--- src/trig_cfg.svh ---
`ifndef TRIG_CFG_SVH
`define TRIG_CFG_SVH

// Width of one beam half-sample, unsigned power
`define TRIG_BEAM_W 17

// Threshold width, one active and one staged register per beam
`define TRIG_THRESH_W 18

// Dual-beam blocks in the stage
`define TRIG_NUM_PAIRS 2

// Each block carries a beam pair
`define TRIG_NUM_BEAMS (2 * `TRIG_NUM_PAIRS)

// Scaler counter width, saturating
`define TRIG_SCALER_W 16

`endif

--- src/axil_pkg.sv ---
`include "trig_cfg.svh"

package axil_pkg;

    // Byte address, data word and write strobes of the register port
    typedef logic [7:0]  axil_addr_t;
    typedef logic [31:0] axil_data_t;
    typedef logic [3:0]  axil_strb_t;

    // Write and read response codes
    typedef enum logic [1:0] {
        RESP_OKAY   = 2'b00,
        RESP_SLVERR = 2'b10
    } axil_resp_t;

    // Threshold bank, one write-only word per beam
    localparam axil_addr_t THRESH_BASE = 8'h00;

    // Control word with self-clearing pulses
    localparam axil_addr_t CTRL = 8'h10;

    // Scaler bank, one read-only word per beam
    localparam axil_addr_t SCALER_BASE = 8'h20;

    // Bytes covered by a per-beam bank
    localparam axil_addr_t BANK_BYTES = axil_addr_t'(4 * `TRIG_NUM_BEAMS);

    // Bits of the control word
    localparam int CTRL_UPDATE_BIT = 0;
    localparam int CTRL_CLEAR_BIT  = 1;

endpackage

--- src/trig_pkg.sv ---
`include "trig_cfg.svh"

package trig_pkg;

    // One half of a beam power sample
    typedef logic [`TRIG_BEAM_W-1:0] beam_sample_t;

    // Sum of both halves
    // One extra bit for the carry
    typedef logic [`TRIG_BEAM_W:0] beam_sum_t;

    // Per-beam trigger threshold
    typedef logic [`TRIG_THRESH_W-1:0] thresh_t;

    // Two-tap sum T plus previous T
    // Wide enough for two full-scale sums
    typedef logic [`TRIG_BEAM_W+1:0] acc_t;

    // Trigger count of one beam
    typedef logic [`TRIG_SCALER_W-1:0] scaler_t;

endpackage

--- src/beam_trigger_top.sv ---
`timescale 1ns/1ps
`include "trig_cfg.svh"

module beam_trigger_top (
    input  logic                                          clk_i,
    input  logic                                          rst_n_i,
    input  trig_pkg::beam_sample_t [`TRIG_NUM_BEAMS-1:0]  beam_in0_i,
    input  trig_pkg::beam_sample_t [`TRIG_NUM_BEAMS-1:0]  beam_in1_i,
    output logic [`TRIG_NUM_BEAMS-1:0]                    trigger_o,
    input  axil_pkg::axil_addr_t                          s_awaddr_i,
    input  logic                                          s_awvalid_i,
    output logic                                          s_awready_o,
    input  axil_pkg::axil_data_t                          s_wdata_i,
    input  axil_pkg::axil_strb_t                          s_wstrb_i,
    input  logic                                          s_wvalid_i,
    output logic                                          s_wready_o,
    output axil_pkg::axil_resp_t                          s_bresp_o,
    output logic                                          s_bvalid_o,
    input  logic                                          s_bready_i,
    input  axil_pkg::axil_addr_t                          s_araddr_i,
    input  logic                                          s_arvalid_i,
    output logic                                          s_arready_o,
    output axil_pkg::axil_data_t                          s_rdata_o,
    output axil_pkg::axil_resp_t                          s_rresp_o,
    output logic                                          s_rvalid_o,
    input  logic                                          s_rready_i
);
    import trig_pkg::*;

    // Threshold loading, shared by both beam pairs
    thresh_t                    thresh;
    logic [`TRIG_NUM_BEAMS-1:0] thresh_ce;
    logic                       update;
    logic                       clear;

    // Flat trigger bus, one bit per beam
    wire [`TRIG_NUM_BEAMS-1:0]  trig_bus;

    scaler_t [`TRIG_NUM_BEAMS-1:0] counts;

    assign trigger_o = trig_bus;

    // Pair p carries beams 2p and 2p+1
    for (genvar p = 0; p < `TRIG_NUM_PAIRS; p++) begin : g_pair
        dual_beam_threshold u_pair (
            .clk_i        (clk_i),
            .rst_n_i      (rst_n_i),
            .beam_a_in0_i (beam_in0_i[2*p]),
            .beam_a_in1_i (beam_in1_i[2*p]),
            .beam_b_in0_i (beam_in0_i[2*p+1]),
            .beam_b_in1_i (beam_in1_i[2*p+1]),
            .thresh_i     (thresh),
            .thresh_ce_i  (thresh_ce[2*p +: 2]),
            .update_i     (update),
            .trigger_o    (trig_bus[2*p +: 2])
        );
    end

    trigger_scaler u_scaler (
        .clk_i     (clk_i),
        .rst_n_i   (rst_n_i),
        .trigger_i (trig_bus),
        .clear_i   (clear),
        .counts_o  (counts)
    );

    thresh_axil_regs u_regs (
        .clk_i       (clk_i),
        .rst_n_i     (rst_n_i),
        .s_awaddr_i  (s_awaddr_i),
        .s_awvalid_i (s_awvalid_i),
        .s_awready_o (s_awready_o),
        .s_wdata_i   (s_wdata_i),
        .s_wstrb_i   (s_wstrb_i),
        .s_wvalid_i  (s_wvalid_i),
        .s_wready_o  (s_wready_o),
        .s_bresp_o   (s_bresp_o),
        .s_bvalid_o  (s_bvalid_o),
        .s_bready_i  (s_bready_i),
        .s_araddr_i  (s_araddr_i),
        .s_arvalid_i (s_arvalid_i),
        .s_arready_o (s_arready_o),
        .s_rdata_o   (s_rdata_o),
        .s_rresp_o   (s_rresp_o),
        .s_rvalid_o  (s_rvalid_o),
        .s_rready_i  (s_rready_i),
        .counts_i    (counts),
        .thresh_o    (thresh),
        .thresh_ce_o (thresh_ce),
        .update_o    (update),
        .clear_o     (clear)
    );

endmodule

--- src/dual_beam_threshold.sv ---
`timescale 1ns/1ps
`include "trig_cfg.svh"

module dual_beam_threshold (
    input  logic                   clk_i,
    input  logic                   rst_n_i,
    input  trig_pkg::beam_sample_t beam_a_in0_i,
    input  trig_pkg::beam_sample_t beam_a_in1_i,
    input  trig_pkg::beam_sample_t beam_b_in0_i,
    input  trig_pkg::beam_sample_t beam_b_in1_i,
    input  trig_pkg::thresh_t      thresh_i,
    input  logic [1:0]             thresh_ce_i,
    input  logic                   update_i,
    output logic [1:0]             trigger_o
);
    import trig_pkg::*;

    // Index 0 is beam A, index 1 is beam B
    beam_sample_t [1:0] half0;
    beam_sample_t [1:0] half1;

    // Registered sum T and the one before it
    beam_sum_t [1:0] sum_q;
    beam_sum_t [1:0] prev_q;

    // Staging and active thresholds
    thresh_t [1:0] staged_q;
    thresh_t [1:0] active_q;

    // Two-tap sum, combinational from the sum registers
    acc_t [1:0] acc;

    // Two full-scale sums can exceed an all-ones threshold
    // so the compare stays off until the first update
    logic armed_q;

    assign half0 = {beam_b_in0_i, beam_a_in0_i};
    assign half1 = {beam_b_in1_i, beam_a_in1_i};

    always_comb begin
        for (int b = 0; b < 2; b++) begin
            acc[b] = acc_t'(sum_q[b]) + acc_t'(prev_q[b]);
        end
    end

    // Stage 1 adds the halves, stage 2 compares
    always_ff @(posedge clk_i) begin
        if (!rst_n_i) begin
            sum_q     <= '0;
            prev_q    <= '0;
            trigger_o <= '0;
        end else begin
            for (int b = 0; b < 2; b++) begin
                sum_q[b]  <= beam_sum_t'(half0[b]) + beam_sum_t'(half1[b]);
                prev_q[b] <= sum_q[b];
                // Exclusive compare, equal to threshold does not fire
                trigger_o[b] <= armed_q && (acc[b] > acc_t'(active_q[b]));
            end
        end
    end

    // Per-beam staging, common update into the active set
    always_ff @(posedge clk_i) begin
        if (!rst_n_i) begin
            staged_q <= '1;
            active_q <= '1;
        end else begin
            for (int b = 0; b < 2; b++) begin
                if (thresh_ce_i[b]) begin
                    staged_q[b] <= thresh_i;
                end
                // Takes the staged value from before this edge
                if (update_i) begin
                    active_q[b] <= staged_q[b];
                end
            end
        end
    end

    always_ff @(posedge clk_i) begin
        if (!rst_n_i) begin
            armed_q <= 1'b0;
        end else if (update_i) begin
            armed_q <= 1'b1;
        end
    end

endmodule

--- src/thresh_axil_regs.sv ---
`timescale 1ns/1ps
`include "trig_cfg.svh"

module thresh_axil_regs (
    input  logic                                     clk_i,
    input  logic                                     rst_n_i,
    input  axil_pkg::axil_addr_t                     s_awaddr_i,
    input  logic                                     s_awvalid_i,
    output logic                                     s_awready_o,
    input  axil_pkg::axil_data_t                     s_wdata_i,
    input  axil_pkg::axil_strb_t                     s_wstrb_i,
    input  logic                                     s_wvalid_i,
    output logic                                     s_wready_o,
    output axil_pkg::axil_resp_t                     s_bresp_o,
    output logic                                     s_bvalid_o,
    input  logic                                     s_bready_i,
    input  axil_pkg::axil_addr_t                     s_araddr_i,
    input  logic                                     s_arvalid_i,
    output logic                                     s_arready_o,
    output axil_pkg::axil_data_t                     s_rdata_o,
    output axil_pkg::axil_resp_t                     s_rresp_o,
    output logic                                     s_rvalid_o,
    input  logic                                     s_rready_i,
    input  trig_pkg::scaler_t [`TRIG_NUM_BEAMS-1:0]  counts_i,
    output trig_pkg::thresh_t                        thresh_o,
    output logic [`TRIG_NUM_BEAMS-1:0]               thresh_ce_o,
    output logic                                     update_o,
    output logic                                     clear_o
);
    import axil_pkg::*;

    localparam int IDX_W = $clog2(`TRIG_NUM_BEAMS);

    // Word-aligned address inside a per-beam bank
    function automatic logic in_bank(axil_addr_t addr, axil_addr_t base);
        return (addr >= base) && (addr < base + BANK_BYTES) && (addr[1:0] == 2'b00);
    endfunction

    // Beam number of a word in a bank
    function automatic logic [IDX_W-1:0] bank_idx(axil_addr_t addr, axil_addr_t base);
        axil_addr_t offs;
        offs = addr - base;
        return offs[IDX_W+1:2];
    endfunction

    // Ready flops, one per channel
    logic wr_ready_q;
    logic rd_ready_q;
    logic wr_hs;
    logic rd_hs;

    // Write decode
    logic             wr_thresh;
    logic             wr_ctrl;
    logic [IDX_W-1:0] wr_idx;

    // Read decode
    logic             rd_thresh;
    logic             rd_ctrl;
    logic             rd_scaler;
    logic [IDX_W-1:0] rd_idx;

    assign s_awready_o = wr_ready_q;
    assign s_wready_o  = wr_ready_q;
    assign s_arready_o = rd_ready_q;

    // Address and data are taken together
    assign wr_hs = wr_ready_q && s_awvalid_i && s_wvalid_i;
    assign rd_hs = rd_ready_q && s_arvalid_i;

    assign wr_thresh = in_bank(s_awaddr_i, THRESH_BASE);
    assign wr_ctrl   = (s_awaddr_i == CTRL);
    assign wr_idx    = bank_idx(s_awaddr_i, THRESH_BASE);

    assign rd_thresh = in_bank(s_araddr_i, THRESH_BASE);
    assign rd_ctrl   = (s_araddr_i == CTRL);
    assign rd_scaler = in_bank(s_araddr_i, SCALER_BASE);
    assign rd_idx    = bank_idx(s_araddr_i, SCALER_BASE);

    // Write channel and the strobes it produces
    always_ff @(posedge clk_i) begin
        if (!rst_n_i) begin
            wr_ready_q  <= 1'b0;
            s_bvalid_o  <= 1'b0;
            thresh_ce_o <= '0;
            update_o    <= 1'b0;
            clear_o     <= 1'b0;
        end else begin
            // Strobes last one cycle
            thresh_ce_o <= '0;
            update_o    <= 1'b0;
            clear_o     <= 1'b0;
            // One-cycle ready, held off while a response waits
            wr_ready_q <= s_awvalid_i && s_wvalid_i && !wr_ready_q && !s_bvalid_o;
            if (wr_hs) begin
                s_bvalid_o <= 1'b1;
                // Threshold needs all three low bytes
                if (wr_thresh && (&s_wstrb_i[2:0])) begin
                    thresh_ce_o[wr_idx] <= 1'b1;
                end
                if (wr_ctrl && s_wstrb_i[0]) begin
                    update_o <= s_wdata_i[CTRL_UPDATE_BIT];
                    clear_o  <= s_wdata_i[CTRL_CLEAR_BIT];
                end
            end else if (s_bready_i) begin
                s_bvalid_o <= 1'b0;
            end
        end
    end

    // Shared threshold bus and the write response
    always_ff @(posedge clk_i) begin
        if (wr_hs) begin
            thresh_o  <= s_wdata_i[`TRIG_THRESH_W-1:0];
            // Scaler bank is read-only, so writes there fail too
            s_bresp_o <= (wr_thresh || wr_ctrl) ? RESP_OKAY : RESP_SLVERR;
        end
    end

    // Read channel
    always_ff @(posedge clk_i) begin
        if (!rst_n_i) begin
            rd_ready_q <= 1'b0;
            s_rvalid_o <= 1'b0;
        end else begin
            rd_ready_q <= s_arvalid_i && !rd_ready_q && !s_rvalid_o;
            if (rd_hs) begin
                s_rvalid_o <= 1'b1;
            end else if (s_rready_i) begin
                s_rvalid_o <= 1'b0;
            end
        end
    end

    // Read data, held until the next accepted read
    always_ff @(posedge clk_i) begin
        if (rd_hs) begin
            if (rd_scaler) begin
                s_rdata_o <= axil_data_t'(counts_i[rd_idx]);
                s_rresp_o <= RESP_OKAY;
            end else if (rd_thresh || rd_ctrl) begin
                // Write-only words read as zero
                s_rdata_o <= '0;
                s_rresp_o <= RESP_OKAY;
            end else begin
                s_rdata_o <= '0;
                s_rresp_o <= RESP_SLVERR;
            end
        end
    end

endmodule

--- src/trigger_scaler.sv ---
`timescale 1ns/1ps
`include "trig_cfg.svh"

module trigger_scaler (
    input  logic                                     clk_i,
    input  logic                                     rst_n_i,
    input  logic [`TRIG_NUM_BEAMS-1:0]               trigger_i,
    input  logic                                     clear_i,
    output trig_pkg::scaler_t [`TRIG_NUM_BEAMS-1:0]  counts_o
);
    import trig_pkg::*;

    // Counters stop here instead of wrapping
    localparam scaler_t SCALER_MAX = '1;

    // Counter is below its ceiling
    logic [`TRIG_NUM_BEAMS-1:0] room;

    always_comb begin
        for (int k = 0; k < `TRIG_NUM_BEAMS; k++) begin
            room[k] = (counts_o[k] != SCALER_MAX);
        end
    end

    always_ff @(posedge clk_i) begin
        if (!rst_n_i) begin
            counts_o <= '0;
        end else if (clear_i) begin
            // Clear wins over a trigger in the same cycle
            counts_o <= '0;
        end else begin
            for (int k = 0; k < `TRIG_NUM_BEAMS; k++) begin
                if (trigger_i[k] && room[k]) begin
                    counts_o[k] <= counts_o[k] + 1'b1;
                end
            end
        end
    end

endmodule
--- config.mk ---
export PLATFORM = sky130hd
export DESIGN_NAME = beam_trigger_top
export DESIGN_NICKNAME = d
export VERILOG_FILES = /design/src/axil_pkg.sv /design/src/trig_pkg.sv /design/src/beam_trigger_top.sv /design/src/dual_beam_threshold.sv /design/src/thresh_axil_regs.sv /design/src/trigger_scaler.sv
export VERILOG_INCLUDE_DIRS = /design/src
export SDC_FILE = /design/constraint.sdc
export NUM_CORES = 1
export LEC_CHECK = 0
export BUFFER_PORTS_ARGS = -buffer_cell sky130_fd_sc_hd__buf_2
export CORE_ASPECT_RATIO = 1.1
export CORE_MARGIN = 3
export CORE_UTILIZATION = 40
export CTS_CLUSTER_DIAMETER = 80
export DETAILED_ROUTE_END_ITERATION = 7
export HOLD_SLACK_MARGIN = 0.03
export PLACE_DENSITY_LB_ADDON = 0.15
export SYNTH_ARGS = -nofsm -noshare
export SYNTH_HDL_FRONTEND = slang
export SYNTH_HIERARCHICAL = 1
export SYNTH_SLANG_ARGS = --single-unit
--- constraint.sdc ---
create_clock -name clk_i -period 3.8 [get_ports clk_i]
set_clock_uncertainty 0.05 [all_clocks]
set_input_delay 0.57 -clock clk_i [delete_from_list [all_inputs] [get_ports clk_i]]
set_output_delay 0.57 -clock clk_i [all_outputs]
set_load 0.1 [all_outputs]
Yosys cells after proc, flatten, opt, wreduce, memory -nomap -nowiden
Cells that the tools add are included.
Word-level totals
  register bits: 421
  input bits: 195
Operators by class
  add/subtract/negate cells: 13
  magnitude comparators: 13
  equal/unequal tests: 6
  muxes and demuxes: 10
  bitwise logic cells: 1
  reduce and logical (&&, ||, !) cells: 39
Operators by type and width (number)
  adder 18 x 18 -> 19 bit: 4
  greater-than comparator 19 x 18 -> 1 bit: 4
  adder 17 x 17 -> 18 bit: 4
  adder 16 x 1 -> 16 bit, second input constant: 4
  != test 16 bit, second input constant: 4
  binary-select mux 16 bit (select 2 bit): 1
  logical AND 1 bit: 25
  == test 8 x 5 -> 1 bit, second input constant: 2
  greater-or-equal comparator 8 x 1 -> 1 bit, second input constant: 2
  less-than comparator 8 x 5 -> 1 bit, second input constant: 2
  two-way mux 16 bit: 1
  AND reduction 3 bit: 3
  greater-or-equal comparator 8 x 6 -> 1 bit, second input constant: 1
  less-than comparator 8 x 6 -> 1 bit, second input constant: 1
  less-than comparator 2 x 3 -> 1 bit, second input constant: 2
  two-way mux 1 bit: 5
  zero test 1 bit: 4
  zero test 2 bit: 2
  two-way mux 2 bit: 2
  nonzero test 2 bit: 2
  subtractor 4 x 1 -> 4 bit, second input constant: 1
  demux 1 bit (select 2 bit): 1
  greater-or-equal comparator 2 x 1 -> 1 bit, second input constant: 1
  logical OR 1 bit: 2
  other kinds (2): 2

Logic depth before layout (Yosys ltp)
Gate-level depths: netlist of run 1.
  depth after elaboration: 5
  depth in mapped cells: 17
  gate-level depth less buffers: 17

Hierarchy
The synthesis of run 1 kept the hierarchy.
By module, submodules not included
  dual_beam_threshold at g_pair[1].u_pair: instances 1, cells an instance 972, area each 8546.9 µm², seq. area each 2942.8 µm²
  dual_beam_threshold at g_pair[0].u_pair: instances 1, cells an instance 913, area each 8264.2 µm², seq. area each 2942.8 µm²
  trigger_scaler: instances 1, cells an instance 407, area each 3350.7 µm², seq. area each 1281.2 µm²
  thresh_axil_regs: instances 1, cells an instance 132, area each 2124.5 µm², seq. area each 1281.2 µm²

Worst setup path after synthesis of run 1
OpenSTA, ideal clock, no wires.
  path kind: reg-to-reg
  start point: reg g_pair[0].u_pair/sum_q[18] (netlist bit)
  end point: reg g_pair[0].u_pair.trigger_o[1]
  library setup time: 122 ps
  arrival time: 3263 ps
  data required time: 3628 ps
  path slack: 365 ps
  stages on the path, launching flop included: 16
  path buffers: 0
  period minus slack after synthesis: 3435 ps
  cell sequence: dfxtp_1 ha_1 fa_1 a21oi_2 o21ai_1 o311a_1 a2111oi_4 o31ai_2 a21oi_2 xnor2_1 ha_1 a211oi_1 o21ai_0 a21oi_1 a21oi_1 o311a_1
Between the ends
  cells in the longest elaborated chain, start to end: 3
RTL lines
  from (decl): line dual_beam_threshold.sv:23  | beam_sum_t [1:0] sum_q;
  from (signal, indexed assignment): line dual_beam_threshold.sv:54  | sum_q[b] <= beam_sum_t'(half0[b]) + beam_sum_t'(half1[b]);
  adder 18 x 18 -> 19 bit: line dual_beam_threshold.sv:42  | acc[b] = acc_t'(sum_q[b]) + acc_t'(prev_q[b]);
  greater-than comparator 19 x 18 -> 1 bit: line dual_beam_threshold.sv:57  | trigger_o[b] <= armed_q && (acc[b] > acc_t'(active_q[b]));
  logical AND 1 bit: line dual_beam_threshold.sv:57
  to (signal, indexed assignment): line dual_beam_threshold.sv:57
  to (decl): line dual_beam_threshold.sv:14  | output logic [1:0] trigger_o
No other way between the ends.
A chain may end at the register's enable or synchronous reset.

Final worst setup path of run 1
Same ends and word-level chain as after synthesis.

==> run summary, run 1 <==
- 254 um — Die H
- 0 — # hold bufs at CTS
- 17800 — via count
- 0 — total of endpoints with negative setup slack in the final report
- 9.19 um2 — Avg Inst Size Synth
- 3 — largest driver fanout on the critical path
- 0 — post-route DRC violation count
- 368 x sky130_fd_sc_hd__dfxtp_1, 255 x sky130_fd_sc_hd__nand2_1, 216 x sky130_fd_sc_hd__ha_1, 135 x sky130_fd_sc_hd__a21oi_1, 133 x sky130_fd_sc_hd__nor2_1 — most instantiated cells after synthesis
- 6 — Yosys Warn Count
- 0 — initial antenna violation count
- 90 — count of standard-cell rows
- 1.12 ns — slew at the pin with the worst max-slew slack
- 1 — worst hold path cell count
- u_regs/thresh_o[13] — Hold EP
- flop — critical path capture point type
- 13.8% — share of final-layout standard cells stronger than drive strength 1
- sky130_fd_sc_hd__dfxtp_1 33%, sky130_fd_sc_hd__ha_1 12%, sky130_fd_sc_hd__edfxtp_1 4.9%, sky130_fd_sc_hd__nand2_1 4.3%, sky130_fd_sc_hd__mux2i_1 4.0% — top cells by area, synth
- 0.12 ns — register-to-register setup slack
- 0% — share of async-settable or async-resettable flops after synthesis
- sky130_fd_sc_hd__dfxtp_1 — library cell occupying the most area in the post-synthesis netlist
- 2 — H-tree levels
- done — clock tree from TritonCTS
- 85100 um — wire length of the first global-routing pass
- sky130_fd_sc_hd__dfxtp_1 — Post-synth top flop
- 0 — number of max-slew violations in the final report
- 404 — sink count of the clock tree
- 0 — Routed Antenna Nets
- completed — outcome
- s_wdata_i[13] — startpoint of the lowest-slack hold path
- 44 — number of buffers created by CTS
- 135 — maximum number of pins on one net before global-route repair
- 3023 — final net count
- in -> reg — Hold/Removal Path Class
- 58600 um2 — Die Area
- 933 — Detailed Route Iter0 Violations
- 0 — antenna diode instance count
- 17.4% — GRT Resource Usage Total
- sky130_fd_sc_hd__dfxtp_1 — most frequent cell after synthesis
- 16 — Reg2Reg Depth
- 206 — count of buffers inserted at the top-level ports
- 55000 um2 — core box area
- 0 — overflow left after global routing
- 40.6% — initial standard-cell utilization of the core
- 4.19 ns — required time at the endpoint of the critical path
- 0.06 ns — clock slew seen by the registers of the worst setup and hold paths
- 37.9% — share of the yosys chip area belonging to registers
- 240 — Ports
- 0.000269 V — peak supply drop
- 3 — number of buffers between clock root and the deepest sink
- 404 — synthesis-stage register bit count
- 22300 um2 — post-synth design cell area
- 4.07 ns — arrival time at the worst endpoint
- 2424 — synthesized instance count
- 102 — number of distinct standard cells referenced by the synthesized netlist
- 0.57 ns — clk_lat worst skew
- 415 nW/um2 — Power Dens Cells
- 38900 um — half-perimeter wire length after placement
- g_pair[0].u_pair/trigger_o[1] — RR Endpoint
- 96.8% — final worst path period share
- 17100 — number of global-route vias before repair
- 231 um — Die X
- 0.852 — final weighted congestion in routability-driven placement
- 14.1% — Layout Area Growth over Synthesis
- 5.27 — Vias/cell
- 3.68 ns — minimum period implied by the final worst setup slack
- reg -> reg — CP Class
- g_pair[0].u_pair/sum_q[18] — r2r startpoint
- 0 — endpoints failing hold
- 0.133 ns — worst hold slack
- 25.2% — Relative slew margins
- 5 — length of the first detailed-routing pass in iterations
- 33.1% — Synth top area share
- 0.272 GHz — Max Fclk
- flop — Worst Setup Start Kind
- 36 — Post-synth EDFFs
- 52400 um — sum of routed wire length over all layers
- 0 — max cap viols
- sky130_fd_sc_hd__clkbuf_16 — Root Driver
- 0.0108 uW — leakage component of the power
- 0 ns — setup TNS
- 15.5 um — routed wire length per instance
==> repair_timing <==
item                                    CTS  global route
gates resized for setup                   0            19
endpoints found under the setup margin    0             4
setup buffers                             0             3
==> placed cells by master (no fill, tap or decap), drive strengths merged, types with 11 or more instances in the layout <==
cell type and n:
nand2b 22, inv 121, nor2b 40, ha 216
o211ai 81, or4 23, o21bai 15, o21a 41
nor2 133, o21ai 111, mux2i 88, nand4 40
and3 15, a211oi 25, clkbuf 68, a21o 34
nand3 55, o31ai 28, xor2 29, mux4 16
nand2 255, conb 18, a21oi 137, nor3 51
dfxtp 368, nor4 23, or2 11, xnor2 56
and2 84, or3 20, a31oi 26, buf 221
edfxtp 36
==> flip-flops by register name (all words and copies together) (netlist names) <==
register	flops
g_pair.u_pair/active_q	72
g_pair.u_pair/armed_q	2
g_pair.u_pair/prev_q	72
g_pair.u_pair/staged_q	72
g_pair.u_pair/sum_q	72
g_pair.u_pair/trigger_o	4
u_regs/clear_o	1
u_regs/s_arready_o	1
u_regs/s_awready_o	1
u_regs/s_bresp_o	1
u_regs/s_bvalid_o	1
u_regs/s_rdata_o	16
u_regs/s_rresp_o	1
u_regs/s_rvalid_o	1
u_regs/thresh_ce_o	4
u_regs/thresh_o	18
u_regs/update_o	1
u_scaler/counts_o	64
==> cells by family (layout without fill, tap and decap cells) <==
| group | Yosys count | after routing | synth area share [%] |
|---|---|---|---|
| flip-flops | 404 | 404 | 37.9 |
| other | 1 | 18 | 0.0168 |
| AO/OA/AOI/OAI | 582 | 582 | 17.8 |
| XOR/XNOR | 85 | 85 | 3.34 |
| adder cells (fa/ha/maj) | 224 | 224 | 12.8 |
| buffers and inverters | 225 | 423 | 4.25 |
| multiplexers | 104 | 104 | 5.57 |
| AND/OR/NAND/NOR | 799 | 799 | 18.3 |
==> worst max-delay path, cell delays in order (launching register included) <==
cell and delay [ns]:
sky130_fd_sc_hd__dfxtp_2 0.33, sky130_fd_sc_hd__ha_4 0.17, sky130_fd_sc_hd__fa_2 0.37, sky130_fd_sc_hd__a21oi_2 0.17, sky130_fd_sc_hd__o21ai_2 0.08, sky130_fd_sc_hd__o311a_1 0.39
sky130_fd_sc_hd__a2111oi_4 0.40, sky130_fd_sc_hd__buf_4 0.17, sky130_fd_sc_hd__nor2_1 0.04, sky130_fd_sc_hd__xnor2_1 0.15, sky130_fd_sc_hd__ha_1 0.20, sky130_fd_sc_hd__a21o_1 0.17
sky130_fd_sc_hd__a211oi_2 0.20, sky130_fd_sc_hd__o21ai_1 0.10, sky130_fd_sc_hd__a21oi_1 0.12, sky130_fd_sc_hd__a21oi_1 0.08, sky130_fd_sc_hd__o311a_1 0.35
==> power by group <==
part	internal [uW]	total (uW)	switching, uW
combinational	766	1840	1070
clock	2450	4170	1720
sequential	4460	4540	81.3
==> stage by stage <==
step                      setup slack [ns]  power, uW  utilization, %  std cells  instance area, um2
after floorplan                      0.365       6030               -       2441               22400
after global placement               0.182       6430            43.5       3291               23900
after detailed placement             0.119       6460            43.5       3291               23900
after CTS                           0.0687      10700            46.1       3372               25300
after global routing               -0.0466      11100            46.3       3375               25400
final                                0.122      10500            46.3       3375               25400
==> layer usage <==
metal / track usage (%) / wire, um / up-vias
met3: 2.58 / 1940 / 68
met1: 23.1 / 24800 / 8245
met5: 0 / 0 / -
met2: 29.9 / 24600 / 321
met4: 4.37 / 1030 / 0
li1: - / - / 9139
==> layout make-up <==
type	count	area (um2)
fillers	5346	29500
inverters	121	454
clock buffers	68	1310
repair buffers	221	1160
clock inverters	13	105
flip-flops and latches	404	8450
multi-input cells	1812	13000
well taps	736	921
==> worst max path at each step <==
stage                                    end  slack [ns]                  startpoint
2_1_floorplan  g_pair[0].u_pair/trigger_o[1]        0.36  g_pair[0].u_pair/sum_q[18]
3_3_place_gp   g_pair[0].u_pair/trigger_o[1]        0.18  g_pair[0].u_pair/sum_q[18]
3_5_place_dp   g_pair[0].u_pair/trigger_o[0]        0.12   g_pair[0].u_pair/sum_q[0]
4_1_cts        g_pair[1].u_pair/trigger_o[1]        0.07  g_pair[1].u_pair/sum_q[18]
5_1_grt        g_pair[0].u_pair/trigger_o[1]       -0.05  g_pair[0].u_pair/sum_q[18]
6_report       g_pair[0].u_pair/trigger_o[1]        0.12  g_pair[0].u_pair/sum_q[18]
Power figures use the tool's default switching activity.
==> run 2: changes to the inputs <==
--- a/config.mk
+++ b/config.mk
@@ -14,6 +14,7 @@
 export DETAILED_ROUTE_END_ITERATION = 7
 export HOLD_SLACK_MARGIN = 0.03
 export PLACE_DENSITY_LB_ADDON = 0.15
+export REMOVE_ABC_BUFFERS = 1
 export SYNTH_ARGS = -nofsm -noshare
 export SYNTH_HDL_FRONTEND = slang
 export SYNTH_HIERARCHICAL = 1
==> run summary, run 2 (synthesized netlist as in run 1, its figures left out) <==
- 430 nW/um2 — Power Dens Cells, +3.6%
- 240 — Ports, unchanged
- 0.0109 uW — leakage component of the power, +1.0%
- flop — critical path capture point type
- 42.0% — part of the power in the clock network, +2.5 points
- 14.5% — share of final-layout standard cells stronger than drive strength 1, +0.66 points
- done — clock tree from TritonCTS
- 0.000275 V — peak supply drop, +2.4%
- 16.9% — logic gate share of total power, -0.5 points
- 8090 uW — total internal power, +5.4%
- 0.161 ns — setup slack of the critical path after layout, +0.0389 ns
- 0 — # hold bufs at CTS, unchanged
- 2 — H-tree levels, unchanged
- 366 x sky130_fd_sc_hd__dfxtp_1, 255 x sky130_fd_sc_hd__nand2_1, 214 x sky130_fd_sc_hd__ha_1 — highest-count cells in the layout ignoring fill and taps
- 5 — initial antenna violation count, +5
- 0 — max cap viols, unchanged
- 206 — count of buffers inserted at the top-level ports, unchanged
- 0.275 GHz — Max Fclk, +1.1%
- 5378 — filler cell count in the final layout, +0.60%
- 0 — post-route DRC violation count, unchanged
- 40.6% — initial standard-cell utilization of the core, unchanged
- 4.22 ns — required time at the endpoint of the critical path, +0.03 ns
- 85400 um — wire length of the first global-routing pass, +0.30%
- 4.06 ns — arrival time at the worst endpoint, about the same
- 0.43 ns — longest individual stage delay on the worst path, +0.03 ns
- 1016 — Detailed Route Iter0 Violations, +8.9%
- ha_2 -> fa_2 -> a21oi_2 -> o21ai_2 -> o311a_4 -> a2111oi_4 -> o31ai_2 -> a21oi_2 -> xnor2_1 -> ha_1 -> a211oi_2 -> o21ai_1 -> a21oi_1 -> a21oi_1 -> o311a_1 — list of cells traversed by the critical path
- 142 — maximum number of pins on one net before global-route repair, +5.2%
- 55000 um2 — core box area, unchanged
- 231 um — Die X, unchanged
- 18100 — via count, +1.6%
- sky130_fd_sc_hd__a2111oi_4 — slowest cell on the critical path
- 5 — length of the first detailed-routing pass in iterations, unchanged
- 3292 — placed cell count, +0.030%
- 53600 um — sum of routed wire length over all layers, +2.3%
- 17.7% — GRT Resource Usage Total, +0.26 points
- in -> reg — Hold/Removal Path Class
- 404 — sink count of the clock tree, unchanged
- 2960 uW — switching power, +2.9%
- 24000 um2 — area post-placement, about the same
- 58600 um2 — Die Area, unchanged
- 0.16 ns — register-to-register setup slack, +0.04 ns
- 25700 um2 — post-route cell area, +1.1%
- 0.0874 ns — minimum setup slack after placement, -0.0311 ns
- 3025 — final net count, +0.066%
- 0 — total of endpoints with negative setup slack in the final report, unchanged
- 254 um — Die H, unchanged
- 1.16 ns — slew at the pin with the worst max-slew slack, +0.0357 ns
- 22.9% — Relative slew margins, -2.3 points
- 0 — Routed Antenna Nets, unchanged
- 41.1% — Flop pwr share, -1.9 points
- 26.8% — sw frac, -0.47 points
- 3.64 ns — minimum period implied by the final worst setup slack, -0.0389 ns
- 46 — number of buffers created by CTS, +4.5%
- 5.34 — Vias/cell, +1.5%
- sky130_fd_sc_hd__dfxtp_1 — most common cell after layout, fill and taps aside
- flop — Worst Setup Start Kind
- 90 — count of standard-cell rows, unchanged
- 0.58 ns — clk_lat worst skew, about the same
- 15.4% — Layout Area Growth over Synthesis
- 0.06 ns — clock slew seen by the registers of the worst setup and hold paths, about the same
- 17300 — number of global-route vias before repair, +1.1%
- 15.9 um — routed wire length per instance, +2.1%
- reg -> reg — CP Class
- 0.870 — final weighted congestion in routability-driven placement, +2.1%
- 0 — number of max-slew violations in the final report, unchanged
- 3 — number of buffers between clock root and the deepest sink, unchanged
- 0 — endpoints failing hold, unchanged
- 3381 — Layout Cells excl Fill, +0.18%
- 11000 uW — Power, Total, +4.7%
- 95.8% — final worst path period share, -1.0 points
- 3 — largest driver fanout on the critical path, unchanged
- 0 — overflow left after global routing, unchanged
- completed — outcome
- 0 ns — setup TNS, unchanged
- 39700 um — half-perimeter wire length after placement, +1.9%
- sky130_fd_sc_hd__clkbuf_16 — Root Driver
[run 2: cell types whose count changed in the layout (fill, tap and decap cells not counted), sizes merged]
cell / previous run / this run
diode: 0 / 2
clkinvlp: 3 / 2
inv: 121 / 122
bufinv: 1 / 3
clkbuf: 68 / 71
clkinv: 9 / 8
[run 2: worst max-delay path: cells and delay by family (launching register included)]
kind / cells / cell delay [ns]
AOI/OAI and AO/OA: 11 / 2.18
xor gates and xnor gates: 1 / 0.14
DFF: 1 / 0.31
adders and majority gates: 3 / 0.87
[run 2: what timing repair did]
action | in CTS | in global routing
setup endpoints to repair | 0 | 4
buffers inserted | 0 | 2
endpoints found under the hold margin | 0 | 0
gates resized for setup | 0 | 32
[run 2: path summary, 6_finish.rpt]
| check | end | from | cells after the start |
|---|---|---|---|
| hold / removal | u_regs/thresh_o[11] | s_wdata_i[11] | 1 |
| setup reg to reg | g_pair[0].u_pair/trigger_o[1] | g_pair[0].u_pair/sum_q[18] | 15 |
| hold reg to reg | u_regs/s_awready_o | u_regs/s_bvalid_o | 1 |
| setup / recovery | g_pair[0].u_pair/trigger_o[1] | g_pair[0].u_pair/sum_q[18] | 15 |
[run 2: layout make-up]
type	count	area (um2)	area share [%]
Multi-Input combinational cell	1812	13100	50.9
Sequential cell	404	8450	32.9
Clock buffer	71	1460	5.68
Timing Repair Buffer	221	1170	4.57
Tap cell	736	921	3.58
Inverter	121	454	1.77
Clock inverter	14	159	0.618
Antenna cell	2	5.00	0.0195
[run 2: routing by layer]
layer	share of wire, %	vias to the layer above	wire [um]	GRT usage, %
met5	0.050	-	27	0
met4	2.8	4	1480	5.90
met3	5.0	83	2670	3.06
met2	48	371	25600	31.1
met1	44	8456	23900	22.0
li1	-	9152	-	-
[run 2: power by group through the flow]
stage               Clock (uW)  Sequential, uW  Combinational, uW
floorplan                    0            4650               1320
finish                    4640            4540               1860
global placement             0            4630               1790
global route              4930            4560               2100
detailed placement           0            4630               1830
CTS                       4780            4540               1850
[run 2: metrics by stage]
step	hold slack [ns]	utilization, %
3_3_place_gp	0.370	43.6
6_report	0.130	46.8
2_1_floorplan	0.390	-
4_1_cts	0.0898	46.5
5_1_grt	0.0994	46.8
3_5_place_dp	0.377	43.6
==> run 3: changes to the inputs <==
--- a/config.mk
+++ b/config.mk
@@ -9,7 +9,7 @@
 export BUFFER_PORTS_ARGS = -buffer_cell sky130_fd_sc_hd__buf_2
 export CORE_ASPECT_RATIO = 1.1
 export CORE_MARGIN = 3
-export CORE_UTILIZATION = 40
+export CORE_UTILIZATION = 54
 export CTS_CLUSTER_DIAMETER = 80
 export DETAILED_ROUTE_END_ITERATION = 7
 export HOLD_SLACK_MARGIN = 0.03
==> run summary, run 3 (synthesized netlist as in run 1, its figures left out) <==
- completed — outcome
- 13.9% — share of final-layout standard cells stronger than drive strength 1, -0.55 points
- 206 — count of buffers inserted at the top-level ports, unchanged
- 17000 — number of global-route vias before repair, -1.8%
- 0 — overflow left after global routing, unchanged
- sky130_fd_sc_hd__dfxtp_1 — most common cell after layout, fill and taps aside
- 0.0109 uW — leakage component of the power, -0.60%
- flop — critical path capture point type
- 0 — post-route DRC violation count, unchanged
- 0.000290 V — peak supply drop, +5.3%
- 219 um — Die H, -14%
- 55.1% — initial standard-cell utilization of the core, +15 points
- 43 — number of buffers created by CTS, -6.5%
- 3070 — placed cell count, -6.7%
- 3156 — Layout Cells excl Fill, -6.7%
- 1 — worst hold path cell count, unchanged
- 4.18 ns — required time at the endpoint of the critical path, -0.04 ns
- 0.06 ns — clock slew seen by the registers of the worst setup and hold paths, about the same
- 13.4% — Layout Area Growth over Synthesis
- 0 — max cap viols, unchanged
- 143 — maximum number of pins on one net before global-route repair, +0.70%
- 37700 um — half-perimeter wire length after placement, -4.9%
- 40500 um2 — core box area, -26%
- 3 — number of buffers between clock root and the deepest sink, unchanged
- 240 — Ports, unchanged
- 22.4% — GRT Resource Usage Total, +4.7 points
- 43700 um2 — Die Area, -25%
- 3.70 ns — minimum period implied by the final worst setup slack, +0.0592 ns
- 18100 — via count, +0.22%
- 3025 — final net count, unchanged
- 77 — count of standard-cell rows, -14%
- 3 — largest driver fanout on the critical path, unchanged
- 24.8% — Relative slew margins, +1.9 points
- sky130_fd_sc_hd__a2111oi_4 — slowest cell on the critical path
- 200 um — Die X, -14%
- 424 nW/um2 — Power Dens Cells, -1.3%
- done — clock tree from TritonCTS
- 0 — number of max-slew violations in the final report, unchanged
- in -> reg — Hold/Removal Path Class
- sky130_fd_sc_hd__clkbuf_16 — Root Driver
- 0 — # hold bufs at CTS, unchanged
- 97.3% — final worst path period share, +1.6 points
- 5 — length of the first detailed-routing pass in iterations, unchanged
- 0 — endpoints failing hold, unchanged
- 50700 um — sum of routed wire length over all layers, -5.4%
- flop — Worst Setup Start Kind
- 4 — initial antenna violation count, -1
- 0 — Routed Antenna Nets, unchanged
- 0 — total of endpoints with negative setup slack in the final report, unchanged
- 4.08 ns — arrival time at the worst endpoint, +0.02 ns
- 16.1 um — routed wire length per instance, +1.3%
- 81000 um — wire length of the first global-routing pass, -5.1%
- 0.0711 ns — minimum setup slack after placement, -0.0163 ns
- 15 — Reg2Reg Depth, unchanged
- ha_2 -> fa_2 -> a21oi_2 -> o21ai_2 -> o311a_4 -> a2111oi_4 -> o31ai_2 -> a21oi_2 -> xnor2_1 -> ha_1 -> a211oi_2 -> o21ai_1 -> a21oi_1 -> a21oi_1 -> o311a_1 — list of cells traversed by the critical path
- 367 x sky130_fd_sc_hd__dfxtp_1, 255 x sky130_fd_sc_hd__nand2_1, 215 x sky130_fd_sc_hd__ha_1 — highest-count cells in the layout ignoring fill and taps
- 2 — H-tree levels, unchanged
- 404 — sink count of the clock tree, unchanged
- 5.74 — Vias/cell, +7.4%
- reg -> reg — CP Class
- 1.13 ns — slew at the pin with the worst max-slew slack, -0.0297 ns
- 0.55 ns — clk_lat worst skew, -0.03 ns
- 0.42 ns — longest individual stage delay on the worst path, about the same
- 0.102 ns — setup slack of the critical path after layout, -0.0592 ns
- 0.270 GHz — Max Fclk, -1.6%
- 779 — Detailed Route Iter0 Violations, -23%
- 0 ns — setup TNS, unchanged
- 0.10 ns — register-to-register setup slack, -0.06 ns
- 0.868 — final weighted congestion in routability-driven placement, -0.24%
[run 3: changes by cell type in the layout (fill, tap and decap cells not counted), sizes merged]
cell | previous run | this run
diode | 2 | 4
buf | 221 | 224
clkinvlp | 2 | 3
bufinv | 3 | 4
clkinv | 8 | 6
clkbuf | 71 | 67
inv | 122 | 119
[run 3: path summary, 6_finish.rpt]
| kind | start | to |
|---|---|---|
| setup / recovery | g_pair[0].u_pair/sum_q[18] | g_pair[0].u_pair/trigger_o[1] |
| hold / removal | s_wdata_i[7] | u_regs/thresh_o[7] |
| setup reg to reg | g_pair[0].u_pair/sum_q[18] | g_pair[0].u_pair/trigger_o[1] |
| hold reg to reg | u_regs/s_rvalid_o | u_regs/s_arready_o |
[run 3: critical path: cells and delay by family (launching register included)]
| family | cells | cell delay [ns] |
|---|---|---|
| AO/OA/AOI/OAI | 11 | 2.22 |
| flip-flops | 1 | 0.32 |
| adder cells (fa/ha/maj) | 3 | 0.91 |
| XOR/XNOR | 1 | 0.08 |
[run 3: power breakdown]
| part | leakage [uW] | switching [uW] | internal, uW | total [uW] |
|---|---|---|---|---|
| Combinational | 0.00682 | 1070 | 769 | 1840 |
| Clock | 0.000725 | 1660 | 2680 | 4340 |
| Sequential | 0.00334 | 78.7 | 4460 | 4540 |
[run 3: cell type report]
class / count / area [um2]
inverters: 121 / 454
clock inverters: 11 / 166
flip-flops and latches: 404 / 8450
multi-input cells: 1812 / 13000
clock buffers: 67 / 1330
well taps: 513 / 642
diodes: 4 / 10.0
repair buffers: 224 / 1180
fillers: 3455 / 15200
[run 3: through the flow]
| step | hold slack [ns] | total power, uW | area [um2] | utilization (%) |
|---|---|---|---|---|
| after floorplan | 0.390 | 5970 | 21900 | - |
| after global placement | 0.373 | 6390 | 23700 | 58.5 |
| after detailed placement | 0.384 | 6440 | 23700 | 58.5 |
| after CTS | 0.101 | 10800 | 25200 | 62.2 |
| after global routing | 0.120 | 11200 | 25300 | 62.4 |
| final | 0.136 | 10700 | 25300 | 62.4 |
[run 3: metal layers]
| layer | track usage [%] | up-vias | routed length [um] |
|---|---|---|---|
| met3 | 3.47 | 100 | 2690 |
| met5 | 0 | - | 22 |
| met4 | 9.24 | 4 | 1780 |
| li1 | - | 9154 | - |
| met2 | 38.6 | 421 | 24300 |
| met1 | 28.0 | 8427 | 21900 |
[run 3: repair_timing]
| action | 4_1_cts | 5_1_grt |
|---|---|---|
| gates resized for setup | 0 | 20 |
| setup endpoints to repair | 0 | 3 |
| buffers inserted | 0 | 4 |
